==> config.mk <==
export PLATFORM = sky130hd
export DESIGN_NAME = soc_wrapper
export DESIGN_NICKNAME = d
export VERILOG_FILES = /design/src/design/soc_pkg.sv /design/src/design/echo_ctrl.sv /design/src/design/reset_pulse_gen.sv /design/src/design/reset_sync.sv /design/src/design/soc_wrapper.sv /design/src/design/uart_rx.sv /design/src/design/uart_tx.sv
export SDC_FILE = /design/constraint.sdc
export NUM_CORES = 1
export LEC_CHECK = 0
export ABC_CLOCK_PERIOD_IN_PS = 5400
export BUFFER_PORTS_ARGS = -buffer_cell sky130_fd_sc_hd__buf_2
export CAP_MARGIN = 20
export CORE_MARGIN = 8
export CORE_UTILIZATION = 65
export DETAILED_ROUTE_END_ITERATION = 10
export PLACE_DENSITY = 0.82
export SLEW_MARGIN = 40
export SYNTH_ARGS = -nofsm -noshare
export SYNTH_HDL_FRONTEND = slang
export SYNTH_SLANG_ARGS = --single-unit
==> constraint.sdc <==
create_clock -name clk_i -period 5.4 [get_ports clk_i]
set_input_delay 0.27 -clock clk_i [delete_from_list [all_inputs] [get_ports clk_i]]
set_output_delay 0.27 -clock clk_i [all_outputs]
set_load 0.02 [all_outputs]
==> src/design/soc_pkg.sv <==
package soc_pkg;

   // width of one uart character
   localparam int BYTE_W = 8;

   // receiving this byte stops the echo and raises trap
   localparam logic [BYTE_W-1:0] TRAP_BYTE = 8'h1B;

   // echo controller states
   typedef enum logic [1:0] {
      CTRL_IDLE,
      // start strobe is on the wire this cycle
      CTRL_SEND,
      // byte held until the transmitter is free
      CTRL_WAIT,
      // trap seen, only arst_n_i gets us out
      CTRL_HALT
   } ctrl_state_t;

endpackage

==> src/design/echo_ctrl.sv <==
`timescale 1ns/1ps

module echo_ctrl (
   input  logic                       clk_i,
   input  logic                       arst_n_i,
   input  logic                       rst_i,
   input  logic [soc_pkg::BYTE_W-1:0] rx_data_i,
   input  logic                       rx_valid_i,
   input  logic                       tx_busy_i,
   output logic [soc_pkg::BYTE_W-1:0] tx_data_o,
   output logic                       tx_start_o,
   output logic                       trap_o
);

   soc_pkg::ctrl_state_t state_q;
   logic                 is_trap;
   logic                 tx_free;

   assign is_trap = (rx_data_i == soc_pkg::TRAP_BYTE);

   // a strobe this cycle makes tx busy on the next one
   assign tx_free = !tx_busy_i && !tx_start_o;

   assign tx_start_o = (state_q == soc_pkg::CTRL_SEND) ||
                       (state_q == soc_pkg::CTRL_WAIT && !tx_busy_i);

   always_ff @(posedge clk_i or negedge arst_n_i) begin
      if (!arst_n_i) begin
         state_q <= soc_pkg::CTRL_IDLE;
         trap_o  <= 1'b0;
      end else if (rst_i) begin
         state_q <= soc_pkg::CTRL_IDLE;
         trap_o  <= 1'b0;
      end else if (state_q != soc_pkg::CTRL_HALT) begin
         if (rx_valid_i && is_trap) begin
            state_q <= soc_pkg::CTRL_HALT;
            trap_o  <= 1'b1;
         end else if (rx_valid_i) begin
            // newest byte wins if one is still pending
            state_q <= tx_free ? soc_pkg::CTRL_SEND : soc_pkg::CTRL_WAIT;
         end else if (tx_start_o) begin
            state_q <= soc_pkg::CTRL_IDLE;
         end
      end
   end

   // one byte of storage, tx samples it with the start strobe
   always_ff @(posedge clk_i) begin
      if (rx_valid_i && !is_trap && state_q != soc_pkg::CTRL_HALT) begin
         tx_data_o <= rx_data_i;
      end
   end

endmodule

==> src/design/reset_pulse_gen.sv <==
`timescale 1ns/1ps

module reset_pulse_gen #(
   parameter int START    = 5,
   parameter int DURATION = 10
) (
   input  logic clk_i,
   input  logic arst_n_i,
   input  logic start_i,
   output logic rst_o
);

   // wait phase and pulse phase run back to back on one counter
   localparam int CNT_W = $clog2(START + DURATION + 1);
   localparam logic [CNT_W-1:0] LAST = CNT_W'(START + DURATION - 1);

   logic [CNT_W-1:0] cnt_q;

   always_ff @(posedge clk_i or negedge arst_n_i) begin
      if (!arst_n_i) begin
         cnt_q <= '0;
         rst_o <= 1'b1;
      end else if (start_i && rst_o) begin
         // rst stays high through both phases, drops after the last pulse cycle
         if (cnt_q == LAST) begin
            rst_o <= 1'b0;
         end else begin
            cnt_q <= cnt_q + 1'b1;
         end
      end
   end

endmodule

==> src/design/reset_sync.sv <==
`timescale 1ns/1ps

module reset_sync (
   input  logic clk_i,
   input  logic arst_n_i,
   output logic start_o
);

   logic [1:0] sync_q;

   // shift a one in once the external reset is released
   always_ff @(posedge clk_i or negedge arst_n_i) begin
      if (!arst_n_i) begin
         sync_q <= 2'b00;
      end else begin
         sync_q <= {sync_q[0], 1'b1};
      end
   end

   assign start_o = sync_q[1];

endmodule

==> src/design/soc_wrapper.sv <==
`timescale 1ns/1ps

module soc_wrapper #(
   parameter int CLKS_PER_BIT = 16,
   parameter int START        = 5,
   parameter int DURATION     = 10
) (
   input  logic clk_i,
   input  logic arst_n_i,
   input  logic uart_rxd_i,
   output logic uart_txd_o,
   output logic trap_o
);

   logic                       start;
   logic                       rst;
   logic [soc_pkg::BYTE_W-1:0] rx_data;
   logic                       rx_valid;
   logic [soc_pkg::BYTE_W-1:0] tx_data;
   logic                       tx_start;
   logic                       tx_busy;

   reset_sync start_sync (
      .clk_i   (clk_i),
      .arst_n_i(arst_n_i),
      .start_o (start)
   );

   // board reset may never be pulsed, so make our own
   reset_pulse_gen #(
      .START   (START),
      .DURATION(DURATION)
   ) reset_pulse (
      .clk_i   (clk_i),
      .arst_n_i(arst_n_i),
      .start_i (start),
      .rst_o   (rst)
   );

   uart_rx #(.CLKS_PER_BIT(CLKS_PER_BIT)) rx (
      .clk_i(clk_i), .arst_n_i(arst_n_i), .rst_i(rst),
      .rxd_i(uart_rxd_i), .data_o(rx_data), .valid_o(rx_valid)
   );

   echo_ctrl ctrl (
      .clk_i(clk_i), .arst_n_i(arst_n_i), .rst_i(rst),
      .rx_data_i(rx_data), .rx_valid_i(rx_valid), .tx_busy_i(tx_busy),
      .tx_data_o(tx_data), .tx_start_o(tx_start), .trap_o(trap_o)
   );

   uart_tx #(.CLKS_PER_BIT(CLKS_PER_BIT)) tx (
      .clk_i(clk_i), .arst_n_i(arst_n_i), .rst_i(rst),
      .data_i(tx_data), .start_i(tx_start), .txd_o(uart_txd_o), .busy_o(tx_busy)
   );

endmodule

==> src/design/uart_rx.sv <==
`timescale 1ns/1ps

module uart_rx #(
   parameter int CLKS_PER_BIT = 16
) (
   input  logic                       clk_i,
   input  logic                       arst_n_i,
   input  logic                       rst_i,
   input  logic                       rxd_i,
   output logic [soc_pkg::BYTE_W-1:0] data_o,
   output logic                       valid_o
);

   localparam int CNT_W = $clog2(CLKS_PER_BIT);
   localparam int IDX_W = $clog2(soc_pkg::BYTE_W + 2);
   localparam logic [CNT_W-1:0] HALF_BIT = CNT_W'(CLKS_PER_BIT / 2);
   localparam logic [CNT_W-1:0] FULL_BIT = CNT_W'(CLKS_PER_BIT - 1);
   localparam logic [IDX_W-1:0] STOP_IDX = IDX_W'(soc_pkg::BYTE_W + 1);

   // [1] is the synchronized line, [2] its previous value
   logic [2:0]                 rxd_q;
   logic                       active;
   logic [CNT_W-1:0]           baud_cnt;
   logic [IDX_W-1:0]           bit_idx;
   logic [soc_pkg::BYTE_W-1:0] shift_q;
   logic                       sample;

   assign sample = active && (baud_cnt == '0);

   always_ff @(posedge clk_i or negedge arst_n_i) begin
      if (!arst_n_i) begin
         rxd_q <= '1;
      end else begin
         rxd_q <= {rxd_q[1:0], rxd_i};
      end
   end

   always_ff @(posedge clk_i or negedge arst_n_i) begin
      if (!arst_n_i) begin
         active   <= 1'b0;
         baud_cnt <= '0;
         bit_idx  <= '0;
         valid_o  <= 1'b0;
      end else if (rst_i) begin
         active   <= 1'b0;
         baud_cnt <= '0;
         bit_idx  <= '0;
         valid_o  <= 1'b0;
      end else begin
         valid_o <= 1'b0;
         if (!active) begin
            // falling edge starts a frame, first sample lands mid start bit
            if (rxd_q[2] && !rxd_q[1]) begin
               active   <= 1'b1;
               baud_cnt <= HALF_BIT;
               bit_idx  <= '0;
            end
         end else if (!sample) begin
            baud_cnt <= baud_cnt - 1'b1;
         end else begin
            baud_cnt <= FULL_BIT;
            if (bit_idx == '0 && rxd_q[1]) begin
               // glitch, start bit gone by mid-bit
               active <= 1'b0;
            end else if (bit_idx == STOP_IDX) begin
               active  <= 1'b0;
               valid_o <= rxd_q[1];
            end else begin
               bit_idx <= bit_idx + 1'b1;
            end
         end
      end
   end

   // data bits arrive lsb first
   always_ff @(posedge clk_i) begin
      if (sample && bit_idx != '0 && bit_idx != STOP_IDX) begin
         shift_q <= {rxd_q[1], shift_q[soc_pkg::BYTE_W-1:1]};
      end
      if (sample && bit_idx == STOP_IDX) begin
         data_o <= shift_q;
      end
   end

endmodule

==> src/design/uart_tx.sv <==
`timescale 1ns/1ps

module uart_tx #(
   parameter int CLKS_PER_BIT = 16
) (
   input  logic                       clk_i,
   input  logic                       arst_n_i,
   input  logic                       rst_i,
   input  logic [soc_pkg::BYTE_W-1:0] data_i,
   input  logic                       start_i,
   output logic                       txd_o,
   output logic                       busy_o
);

   localparam int FRAME_W = soc_pkg::BYTE_W + 2;
   localparam int CNT_W   = $clog2(CLKS_PER_BIT);
   localparam logic [CNT_W-1:0] FULL_BIT = CNT_W'(CLKS_PER_BIT - 1);
   localparam logic [3:0]       LAST_BIT = 4'(FRAME_W - 1);

   // frame_q[0] is the bit on the line, ones shift in behind it
   logic [FRAME_W-1:0] frame_q;
   logic [CNT_W-1:0]   baud_cnt;
   logic [3:0]         bits_left;

   always_ff @(posedge clk_i or negedge arst_n_i) begin
      if (!arst_n_i) begin
         frame_q   <= '1;
         baud_cnt  <= '0;
         bits_left <= '0;
         busy_o    <= 1'b0;
      end else if (rst_i) begin
         frame_q   <= '1;
         baud_cnt  <= '0;
         bits_left <= '0;
         busy_o    <= 1'b0;
      end else if (!busy_o) begin
         // start strobes while busy are dropped here
         if (start_i) begin
            frame_q   <= {1'b1, data_i, 1'b0};
            baud_cnt  <= FULL_BIT;
            bits_left <= LAST_BIT;
            busy_o    <= 1'b1;
         end
      end else if (baud_cnt != '0) begin
         baud_cnt <= baud_cnt - 1'b1;
      end else begin
         frame_q  <= {1'b1, frame_q[FRAME_W-1:1]};
         baud_cnt <= FULL_BIT;
         if (bits_left == '0) begin
            // stop bit done
            busy_o <= 1'b0;
         end else begin
            bits_left <= bits_left - 1'b1;
         end
      end
   end

   assign txd_o = frame_q[0];

endmodule

After elaboration in Yosys (flattened, before gate mapping)
Cells that the tools add are included.
{ "classes": {"addsub": 5, "multipliers": 0, "div_mod_pow": 0, "n_lt_le_gt_ge": 0, "eq_ne": 12, "n_shift": 0, "n_mux": 48, "n_bitwise": 1, "n_reduce_logical": 34} }
{ "ops": {"columns": ["op", "count"], "rows": [
  ["4-bit two-way mux", 19],
  ["10-bit two-way mux", 4],
  ["1-bit two-way mux", 19],
  ["3-bit != test (second input constant)", 5],
  ["1-bit logical AND", 12],
  ["4-bit logical NOT", 3],
  ["2-bit two-way mux", 6],
  ["4-bit nonzero test", 3],
  ["4-bit by 1-bit subtractor with 4-bit output (second input constant)", 3],
  ["2-bit AND reduction", 5],
  ["4-bit by 1-bit adder with 4-bit output (second input constant)", 2],
  ["4-bit == test (second input constant)", 2],
  ["8-bit by 5-bit == test with 1-bit output (second input constant)", 1],
  ["3-bit nonzero test", 2],
  ["1-bit logical NOT", 4],
  ["4-bit != test (second input constant)", 1],
  ["4-bit AND reduction", 1],
  ["2-bit nonzero test", 2],
  ["3-bit AND reduction", 1],
  ["2-bit by 1-bit == test with 1-bit output (second input constant)", 1],
  ["2-bit == test (second input constant)", 1],
  ["2-bit != test (second input constant)", 1],
  ["1-bit logical OR", 1],
  ["1-bit inverter", 1]
]} }
{ "word_totals": {"register_bits": 66, "latchBits": 0, "ram_bits": 0, "mem_bits_ro": 0, "inputBits": 3, "output_inout_bits": 2, "word_cells": 117, "mem_count": 0} }

Depth between registers and ports, before layout
Gate-level depths: netlist of the first run.
{ "logic_depth": {"depth_word": 10, "mapped_depth": 7, "ltp_nobuf": 6} }

Hierarchy
A second synthesis of the first run with hierarchy kept.
{ "hier_totals": {"cells_unflattened": 244, "hier_area_um2": 3017.9} }
{ "modules_own_cells": {"columns": ["mod", "n_inst", "cells_per_inst", "area_per_inst_um2", "seq_area_each_um2"], "rows": [
  ["uart_rx", 1, 87, 1218.7, 809.5],
  ["uart_tx", 1, 103, 1038.5, 461.7],
  ["echo_ctrl", 1, 29, 455.4, 315.3],
  ["reset_pulse_gen", 1, 22, 251.5, 126.4],
  ["reset_sync", 1, 3, 53.8, 50.0]
]} }

Worst setup path before layout of the first run
No wires, ideal clock.
{ "synth_timing": {"kind": "register to register", "start": "register rx.baud_cnt[0]", "end": "register rx.data_o[0] in the netlist's numbering, enable pin", "setup_ns": 0.383, "arrival_ns": 1.755, "t_required_ns": 5.017, "setup_slack_ns": 3.262, "path_stages_with_launch": 6, "path_buffers": 0, "synth_period_minus_slack_ns": 2.138, "path_cell_list": "dfrtp_1 -> inv_1 -> ha_1 -> nor3b_1 -> nand2_1 -> nor3_1"} }
{ "synth_between": {"elab_chain_len": 3} }
{ "synth_lines": {"columns": ["element", "line_no", "source"], "rows": [
  ["from (decl)", "uart_rx.sv:23", "logic [CNT_W-1:0] baud_cnt;"],
  ["from (signal assigned)", "uart_rx.sv:59", "baud_cnt <= baud_cnt - 1'b1;"],
  ["4-bit logical NOT", "uart_rx.sv:28", "assign sample = active && (baud_cnt == '0);"],
  ["1-bit logical AND", "uart_rx.sv:28", null],
  ["1-bit logical AND", "uart_rx.sv:80", "if (sample && bit_idx == STOP_IDX) begin"],
  ["to (signal assigned)", "uart_rx.sv:81", "data_o <= shift_q;"],
  ["to (decl)", "uart_rx.sv:10", "output logic [soc_pkg::BYTE_W-1:0] data_o,"]
]} }
No other way between the ends.
A chain may end at the register's enable or synchronous reset.

Final worst setup path of the first run
Same ends and word-level chain as after synthesis.

==> impl_metrics.xml, run 1 <==
<?xml version="1.0" encoding="UTF-8"?>
<metrics>
  <group name="yosys">
    <metric name="synth_simple_gate_area_frac" unit="">0.121</metric>
    <metric name="synth_area" unit="sq mm">0.00287</metric>
    <metric name="synth.distinct_cells" unit="">52</metric>
    <metric name="synthDominantCellAreaShare" unit="">0.251</metric>
    <metric name="synth_area_leaders" unit="">sky130_fd_sc_hd__edfxtp_1 (25%), sky130_fd_sc_hd__dfrtp_1 (24%), sky130_fd_sc_hd__dfstp_2 (12%)</metric>
    <metric name="synth_compound_gate_area_share" unit="">0.147</metric>
    <metric name="post_synth_fa_ha_maj_area_fraction" unit="">0.0392</metric>
    <metric name="synth_sequential_area_ratio" unit="">0.613</metric>
    <metric name="synth_seq_cells" unit="">65</metric>
    <metric name="netlist.top_cell.by_area" unit="">sky130_fd_sc_hd__edfxtp_1</metric>
    <metric name="synthesized_nets" unit="">256</metric>
    <metric name="synthXorXnorAreaFrac" unit="">0.0183</metric>
    <metric name="synth_flop_cell" unit="">sky130_fd_sc_hd__dfrtp_1</metric>
    <metric name="synthesis.area_per_instance" unit="sq um">11.8</metric>
    <metric name="syn-instance-count" unit="">244</metric>
    <metric name="main_combinational_cell_family_by_area_after_synthesis" unit="">compound AO/OA/AOI/OAI gates</metric>
    <metric name="postSynth.asyncResetShare" unit="">0.631</metric>
    <metric name="yosysWarnings" unit="">0</metric>
    <metric name="number_of_flops_mapped_to_enable_cells_by_yosys" unit="">24</metric>
    <metric name="synth.mux.area_fraction" unit="">0.0309</metric>
  </group>
  <group name="timing">
    <metric name="layout_worst_path_cycle_share" unit="">0.407</metric>
    <metric name="finalSetupTns" unit="ns">0</metric>
    <metric name="timing_max_transition_violations_final" unit="">0</metric>
    <metric name="max_slew_margin" unit="">0.468</metric>
    <metric name="final-hold-violation-count" unit="">0</metric>
    <metric name="fin_crit" unit="ns">2.20</metric>
    <metric name="final_critical_path_setup_slack" unit="ns">3.20</metric>
    <metric name="highest_achievable_clock_rate" unit="MHz">455</metric>
    <metric name="max_slew.worst_pin.slew" unit="ns">0.799</metric>
    <metric name="fin_skew" unit="ns">0.00709</metric>
    <metric name="finalSetupViolCount" unit="">0</metric>
    <metric name="rsz0062_at_grt" unit="">false</metric>
  </group>
  <group name="flow_run">
    <metric name="maxCapViolCount" unit="">0</metric>
  </group>
  <group name="route">
    <metric name="detail_route.iter0.violations" unit="">81</metric>
    <metric name="route.vias.total" unit="">1860</metric>
    <metric name="detail_route.drc_violations" unit="">0</metric>
    <metric name="postRouteAntennaNets" unit="">0</metric>
    <metric name="via_per_inst" unit="">6.04</metric>
    <metric name="wl" unit="um">4830</metric>
    <metric name="dr.pass1.iters" unit="">4</metric>
    <metric name="route.detailed.wl_per_inst" unit="um">15.7</metric>
  </group>
  <group name="setup_path">
    <metric name="setup.reg_to_reg.worst_slack" unit="ns">3.20</metric>
    <metric name="worstReg2RegEnd" unit="">rx.data_o[0]</metric>
    <metric name="data_required_time_at_the_worst_endpoint" unit="ns">5.37</metric>
    <metric name="worst_setup_path_start_kind" unit="">register</metric>
    <metric name="worst-endpoint-arrival" unit="ns">2.17</metric>
    <metric name="setup.worst_path.class" unit="">register to register</metric>
    <metric name="worstRegToRegCells" unit="">5</metric>
    <metric name="critPathMaxFanout" unit="">8</metric>
    <metric name="r2r-start" unit="">rx.baud_cnt[0]</metric>
    <metric name="end_kind" unit="">register</metric>
  </group>
  <group name="global_routing">
    <metric name="gr-max-usage-layer" unit="">met2</metric>
    <metric name="grt.total_usage" unit="">0.164</metric>
    <metric name="grt_first_pass_wirelength" unit="um">8360</metric>
    <metric name="grt_util_met1" unit="">0.200</metric>
    <metric name="grt_antenna_before_repair" unit="">0</metric>
    <metric name="vias_in_the_first_global_route" unit="">1832</metric>
    <metric name="groute.layer.met2.usage" unit="">0.252</metric>
    <metric name="gr-usage-met3" unit="">0.0433</metric>
    <metric name="largest_net_degree_at_the_start_of_global_routing" unit="">42</metric>
    <metric name="grt_overflow" unit="">0</metric>
  </group>
  <group name="clock_tree">
    <metric name="clock_insertion_delay_worst_skew" unit="ns">0.34</metric>
    <metric name="cts-htree-levels" unit="">3</metric>
    <metric name="clock_sinks" unit="">65</metric>
    <metric name="postCtsSetupRepairBufs" unit="">0</metric>
    <metric name="tritoncts.num_buffers" unit="">9</metric>
    <metric name="clk_root_buffer_cell" unit="">sky130_fd_sc_hd__clkbuf_8</metric>
    <metric name="number_of_buffers_between_clock_root_and_the_deepest_sink" unit="">2</metric>
    <metric name="clk_pin_slew_worst_paths" unit="ns">0.06</metric>
    <metric name="cts_tree" unit="">built</metric>
  </group>
  <group name="layout">
    <metric name="most_common_library_cell_in_the_layout_ignoring_fill_and_taps" unit="">sky130_fd_sc_hd__dfrtp_1</metric>
    <metric name="final_cells" unit="">308</metric>
    <metric name="layout_common_cells" unit="">sky130_fd_sc_hd__dfrtp_1 (28), sky130_fd_sc_hd__edfxtp_1 (24), sky130_fd_sc_hd__o21ai_0 (19), sky130_fd_sc_hd__nor2_1 (18), sky130_fd_sc_hd__nand2_1 (17)</metric>
    <metric name="nNetsFinal" unit="">263</metric>
    <metric name="areaGrowthSynthToFinish" unit="%">9.49</metric>
    <metric name="fin_util" unit="">0.733</metric>
    <metric name="layout-drive-gt1-share" unit="">0.172</metric>
    <metric name="antenna_cells" unit="">0</metric>
  </group>
  <group name="floorplan">
    <metric name="floorplan.die.width" unit="um">82.5</metric>
    <metric name="die-area" unit="sq mm">0.00681</metric>
    <metric name="floorplan.core_area" unit="sq mm">0.00429</metric>
    <metric name="die_h" unit="um">82.5</metric>
    <metric name="initial_utilization" unit="">0.669</metric>
    <metric name="boundaryPins" unit="">5</metric>
    <metric name="placementRows" unit="">24</metric>
  </group>
  <group name="power_and_ir_drop">
    <metric name="power.total" unit="mW">1.14</metric>
    <metric name="power.static_leakage" unit="nW">1.26</metric>
    <metric name="cellPowerDensity" unit="mW/mm^2">361</metric>
    <metric name="peakVddDrop" unit="mV">0.265</metric>
  </group>
  <group name="placed_design">
    <metric name="routabilityCongestion" unit="">0.778</metric>
    <metric name="hpwlAfterDp" unit="um">3120</metric>
    <metric name="placed_instances" unit="">291</metric>
    <metric name="io_buffer_count" unit="">4</metric>
    <metric name="pre_cts_slack" unit="ns">3.20</metric>
  </group>
  <group name="min_path">
    <metric name="hold_path_depth" unit="">1</metric>
    <metric name="min_from" unit="">uart_rxd_i</metric>
    <metric name="timing.hold.worst_endpoint" unit="">rx.rxd_q[0]</metric>
    <metric name="worst_hold_path_type" unit="">input pin to register</metric>
  </group>
  <group name="status">
    <metric name="run_status" unit="">complete, no violations</metric>
  </group>
</metrics>
cell type report:
cell class	instances	area (sq um)
multi-input cells	158	1040
clock buffers	13	159
inverters	12	45.0
flip-flops and latches	65	1760
repair buffers	5	32.5
well taps	52	65.1
clock inverters	3	41.3
fillers	288	1150
worst max path at each step:
stage	from	to
after global routing	rx.baud_cnt[0]	rx.shift_q[0]
after floorplan	rx.baud_cnt[0]	rx.data_o[0]
final	rx.baud_cnt[0]	rx.data_o[0]
after CTS	rx.baud_cnt[0]	rx.data_o[0]
after detailed placement	rx.baud_cnt[0]	rx.data_o[3]
after global placement	rx.baud_cnt[0]	rx.data_o[0]
kinds of logic after synthesis:
group / after synthesis
xor gates and xnor gates: 6
and+or+nand+nor: 68
buffers and inverters: 21
muxes: 8
other: 1
AOI/OAI and AO/OA: 66
adders and majority gates: 9
DFF: 65
sequential cells by signal, indices dropped and copies added (netlist names), 3 cells and up:
| signal | flops |
|---|---|
| tx.frame_q | 9 |
| ctrl.tx_data_o | 8 |
| rx.data_o | 8 |
| rx.shift_q | 8 |
| reset_pulse.cnt_q | 4 |
| rx.baud_cnt | 4 |
| rx.bit_idx | 4 |
| tx.baud_cnt | 4 |
| tx.bits_left | 4 |
| rx.rxd_q | 3 |
critical path: stages, from the launching register on:
cell and delay, ns:
sky130_fd_sc_hd__dfrtp_1 0.41, sky130_fd_sc_hd__inv_1 0.11, sky130_fd_sc_hd__ha_1 0.21, sky130_fd_sc_hd__nor3b_1 0.43, sky130_fd_sc_hd__nand2_1 0.15, sky130_fd_sc_hd__nor3_2 0.53
Yosys cell counts, drive strengths merged (2+ instances only):
library cell   n
nand3          3
nor3           8
dfrtp         28
o21ai         19
nand2b         4
a21oi         15
inv           12
edfxtp        24
mux2           7
ha             9
nor2b          3
a21o           2
xnor2          5
nor3b          3
a31oi          9
o31ai          3
or3b           2
a211oi         2
a311oi         2
o311a          2
buf            5
nand3b         2
nor2          19
nand2         17
clkbuf         4
dfstp         13
stage by stage:
stage / instance area (sq um) / hold slack (ns)
floorplan: 2870 / -0.0256
global placement: 2920 / 0.335
detailed placement: 2930 / 0.284
CTS: 3140 / 0.0116
global route: 3150 / 0.0155
finish: 3150 / 0.0278
what timing repair did:
| item | 4_1_cts | 5_1_grt |
|---|---|---|
| hold buffers | 1 | 0 |
| endpoints found under the hold margin | 28 | 0 |
| resized for setup | 0 | 0 |
metal layers:
| layer | wire length (um) | part of all wire |
|---|---|---|
| met5 | 0 | 0 |
| met4 | 78 | 0.016 |
| met3 | 176 | 0.036 |
| met2 | 2340 | 0.48 |
| met1 | 2230 | 0.46 |
power breakdown:
part           switching (mW)  internal [mW]
clock network           0.171          0.237
registers              0.0349          0.544
logic                  0.0839         0.0651
Power figures use the tool's default switching activity.
==> inputs of run 2 (changes only) <==
ABC_AREA = 1   (was not set)
ABC_CLOCK_PERIOD_IN_PS = 2140   (was 5400)
CORE_UTILIZATION = 62   (was 65)
PLACE_DENSITY = 0.79   (was 0.82)
clock period = 2.14 ns   (was 5.4 ns; I/O delays follow)
==> impl_metrics.xml, run 2 <==
<?xml version="1.0" encoding="UTF-8"?>
<metrics>
  <group name="layout">
    <metric name="nNetsFinal" unit="">319</metric>
    <metric name="layout_common_cells" unit="">sky130_fd_sc_hd__nand2_1 (72), sky130_fd_sc_hd__inv_1 (39), sky130_fd_sc_hd__dfrtp_1 (28), sky130_fd_sc_hd__edfxtp_1 (24), sky130_fd_sc_hd__o21ai_0 (22)</metric>
    <metric name="most_common_library_cell_in_the_layout_ignoring_fill_and_taps" unit="">sky130_fd_sc_hd__nand2_1</metric>
    <metric name="areaGrowthSynthToFinish" unit="%">11.3</metric>
    <metric name="antenna_cells" unit="">0</metric>
    <metric name="post-route-cell-area" unit="sq mm">0.00330</metric>
    <metric name="max_flop_register" unit="">tx.frame_q</metric>
    <metric name="layout-drive-gt1-share" unit="">0.183</metric>
    <metric name="largest_reg_flops" unit="">9</metric>
  </group>
  <group name="global_routing">
    <metric name="grt_first_pass_wirelength" unit="um">7810</metric>
    <metric name="largest_net_degree_at_the_start_of_global_routing" unit="">42</metric>
    <metric name="grt_antenna_before_repair" unit="">0</metric>
    <metric name="grt.total_usage" unit="">0.137</metric>
    <metric name="vias_in_the_first_global_route" unit="">1789</metric>
    <metric name="grt_overflow" unit="">0</metric>
  </group>
  <group name="timing">
    <metric name="rsz0062_at_grt" unit="">false</metric>
    <metric name="max_slew_margin" unit="">0.666</metric>
    <metric name="fin_crit" unit="ns">1.65</metric>
    <metric name="finalSetupTns" unit="ns">0</metric>
    <metric name="timing_max_transition_violations_final" unit="">0</metric>
    <metric name="finalSetupViolCount" unit="">0</metric>
    <metric name="final-hold-violation-count" unit="">0</metric>
    <metric name="fin_skew" unit="ns">0.00853</metric>
    <metric name="max_slew.worst_pin.slew" unit="ns">0.501</metric>
    <metric name="highest_achievable_clock_rate" unit="MHz">607</metric>
    <metric name="layout_worst_path_cycle_share" unit="">0.770</metric>
    <metric name="worst_hold_slack" unit="ns">0.270</metric>
  </group>
  <group name="yosys">
    <metric name="synthDominantCellAreaShare" unit="">0.243</metric>
    <metric name="synth_area" unit="sq mm">0.00296</metric>
    <metric name="number_of_flops_mapped_to_enable_cells_by_yosys" unit="">24</metric>
    <metric name="synth_most_common_cell" unit="">sky130_fd_sc_hd__nand2_1</metric>
    <metric name="synth.distinct_cells" unit="">29</metric>
    <metric name="synthesized_nets" unit="">303</metric>
    <metric name="leading_cell_types_by_count_after_synthesis" unit="">sky130_fd_sc_hd__nand2_1 (72), sky130_fd_sc_hd__inv_1 (39), sky130_fd_sc_hd__dfrtp_1 (28)</metric>
    <metric name="synth_area_leaders" unit="">sky130_fd_sc_hd__edfxtp_1 (24%), sky130_fd_sc_hd__dfrtp_1 (24%), sky130_fd_sc_hd__dfstp_2 (12%)</metric>
    <metric name="postSynth.asyncResetShare" unit="">0.631</metric>
    <metric name="netlist.top_cell.by_area" unit="">sky130_fd_sc_hd__edfxtp_1</metric>
    <metric name="syn-instance-count" unit="">291</metric>
    <metric name="synth_flop_cell" unit="">sky130_fd_sc_hd__dfrtp_1</metric>
    <metric name="synth_sequential_area_ratio" unit="">0.596</metric>
    <metric name="synthesis.area_per_instance" unit="sq um">10.2</metric>
    <metric name="yosysWarnings" unit="">0</metric>
    <metric name="synth_seq_cells" unit="">65</metric>
  </group>
  <group name="route">
    <metric name="via_per_inst" unit="">5.14</metric>
    <metric name="detail_route.iter0.violations" unit="">115</metric>
    <metric name="postRouteAntennaNets" unit="">0</metric>
    <metric name="dr.pass1.iters" unit="">4</metric>
    <metric name="detail_route.drc_violations" unit="">0</metric>
    <metric name="route.vias.total" unit="">1883</metric>
    <metric name="route.detailed.wl_per_inst" unit="um">12.0</metric>
    <metric name="wl" unit="um">4400</metric>
  </group>
  <group name="flow_run">
    <metric name="maxCapViolCount" unit="">0</metric>
  </group>
  <group name="setup_path">
    <metric name="end_kind" unit="">register</metric>
    <metric name="data_required_time_at_the_worst_endpoint" unit="ns">2.20</metric>
    <metric name="worst-endpoint-arrival" unit="ns">1.70</metric>
    <metric name="critPathMaxFanout" unit="">8</metric>
    <metric name="setup.worst_path.class" unit="">register to register</metric>
    <metric name="worst_setup_path_start_kind" unit="">register</metric>
  </group>
  <group name="status">
    <metric name="run_status" unit="">complete, no violations</metric>
  </group>
  <group name="clock_tree">
    <metric name="clock_sinks" unit="">65</metric>
    <metric name="clock_insertion_delay_worst_skew" unit="ns">0.34</metric>
    <metric name="cts-resized-gates" unit="">0</metric>
    <metric name="cts_tree" unit="">built</metric>
    <metric name="clk_root_buffer_cell" unit="">sky130_fd_sc_hd__clkbuf_8</metric>
    <metric name="clk_pin_slew_worst_paths" unit="ns">0.08</metric>
    <metric name="number_of_buffers_between_clock_root_and_the_deepest_sink" unit="">2</metric>
    <metric name="tritoncts.num_buffers" unit="">9</metric>
    <metric name="cts-htree-levels" unit="">3</metric>
    <metric name="postCtsSetupRepairBufs" unit="">0</metric>
  </group>
  <group name="power_and_ir_drop">
    <metric name="power.total" unit="mW">3.06</metric>
    <metric name="cellPowerDensity" unit="mW/mm^2">927</metric>
    <metric name="peakVddDrop" unit="mV">0.839</metric>
    <metric name="power.static_leakage" unit="nW">1.45</metric>
  </group>
  <group name="placed_design">
    <metric name="routabilityCongestion" unit="">0.840</metric>
    <metric name="hpwlAfterDp" unit="um">2930</metric>
    <metric name="placed_area" unit="sq mm">0.00303</metric>
    <metric name="io_buffer_count" unit="">4</metric>
  </group>
  <group name="floorplan">
    <metric name="placementRows" unit="">25</metric>
    <metric name="floorplan.die.width" unit="um">85.1</metric>
    <metric name="boundaryPins" unit="">5</metric>
    <metric name="die-area" unit="sq mm">0.00724</metric>
    <metric name="floorplan.core_area" unit="sq mm">0.00466</metric>
    <metric name="initial_utilization" unit="">0.635</metric>
    <metric name="die_h" unit="um">85.1</metric>
  </group>
  <group name="min_path">
    <metric name="worst_hold_path_type" unit="">input pin to async pin</metric>
  </group>
</metrics>
-- run 2: cell types whose count changed after synthesis, sizes merged, moves of 7 or more --
cell	before	now
a21oi	15	8
a31oi	9	0
inv	12	40
mux2	7	0
nand2	17	78
nand3	3	15
o21ai	19	31
-- run 2: layer usage --
| layer | global-route usage | vias up | share of wire |
|---|---|---|---|
| met2 | 0.217 | 22 | 0.48 |
| li1 | - | 976 | - |
| met3 | 0.0454 | 9 | 0.033 |
| met5 | 0 | - | 0 |
| met4 | 0.0761 | 0 | 0.022 |
| met1 | 0.162 | 876 | 0.47 |
-- run 2: worst max-delay path, cell delays in order (launching register included) --
cell	delay (ns)
sky130_fd_sc_hd__dfrtp_1	0.36
sky130_fd_sc_hd__inv_1	0.12
sky130_fd_sc_hd__ha_1	0.17
sky130_fd_sc_hd__nand2_1	0.05
sky130_fd_sc_hd__nor2_1	0.23
sky130_fd_sc_hd__nand2_1	0.16
sky130_fd_sc_hd__nor2_1	0.11
sky130_fd_sc_hd__buf_4	0.17
-- run 2: kinds of logic after synthesis --
| kind of cell | after synthesis | share of synthesized area |
|---|---|---|
| adders and majority gates | 9 | 0.0380 |
| AOI/OAI and AO/OA | 41 | 0.0820 |
| and+or+nand+nor | 125 | 0.199 |
| DFF | 65 | 0.596 |
| other | 1 | 0.00127 |
| xor gates and xnor gates | 6 | 0.0178 |
| buffers and inverters | 44 | 0.0668 |
-- run 2: per-stage QoR --
step | worst slack [ns] | utilization | instances
floorplan | 0.440 | - | 291
global placement | 0.555 | 0.649 | 348
detailed placement | 0.504 | 0.650 | 348
CTS | 0.492 | 0.707 | 366
global route | 0.317 | 0.707 | 366
finish | 0.493 | 0.707 | 366
-- run 2: power breakdown --
| part | switching [mW] | leakage [nW] | total [mW] | internal [mW] |
|---|---|---|---|---|
| Combinational | 0.214 | 0.611 | 0.343 | 0.129 |
| Sequential | 0.0538 | 0.722 | 1.42 | 1.37 |
| Clock | 0.504 | 0.121 | 1.29 | 0.786 |
-- run 2: path summary, 6_finish.rpt --
kind / startpoint / endpoint / slack (ns) / cells after the start
setup reg to reg: rx.baud_cnt[0] / rx.data_o[6] / 0.49 / 7
hold reg to reg: start_sync.sync_q[0] / start_sync.sync_q[1] / 0.35 / 0
max in group asynchronous: arst_n_i / tx.frame_q[7] / 1.50 / 2
setup / recovery: rx.baud_cnt[0] / rx.data_o[6] / 0.49 / 7
min in group clk_i: start_sync.sync_q[0] / start_sync.sync_q[1] / 0.35 / 0
hold / removal: arst_n_i / rx.bit_idx[2] / 0.27 / 2
-- run 2: area by class of cell --
type,instances,area [sq um]
Inverter,40,153
Sequential cell,65,1760
Multi-Input combinational cell,182,1000
Fill cell,330,1370
Timing Repair Buffer,9,65.1
Tap cell,54,67.6
Clock buffer,9,124
Clock inverter,7,124
-- run 2: repair_timing --
action                                 4_1_cts  5_1_grt
endpoints found under the hold margin       29        0
hold buffers                                 2        0
setup endpoints to repair                    0        0
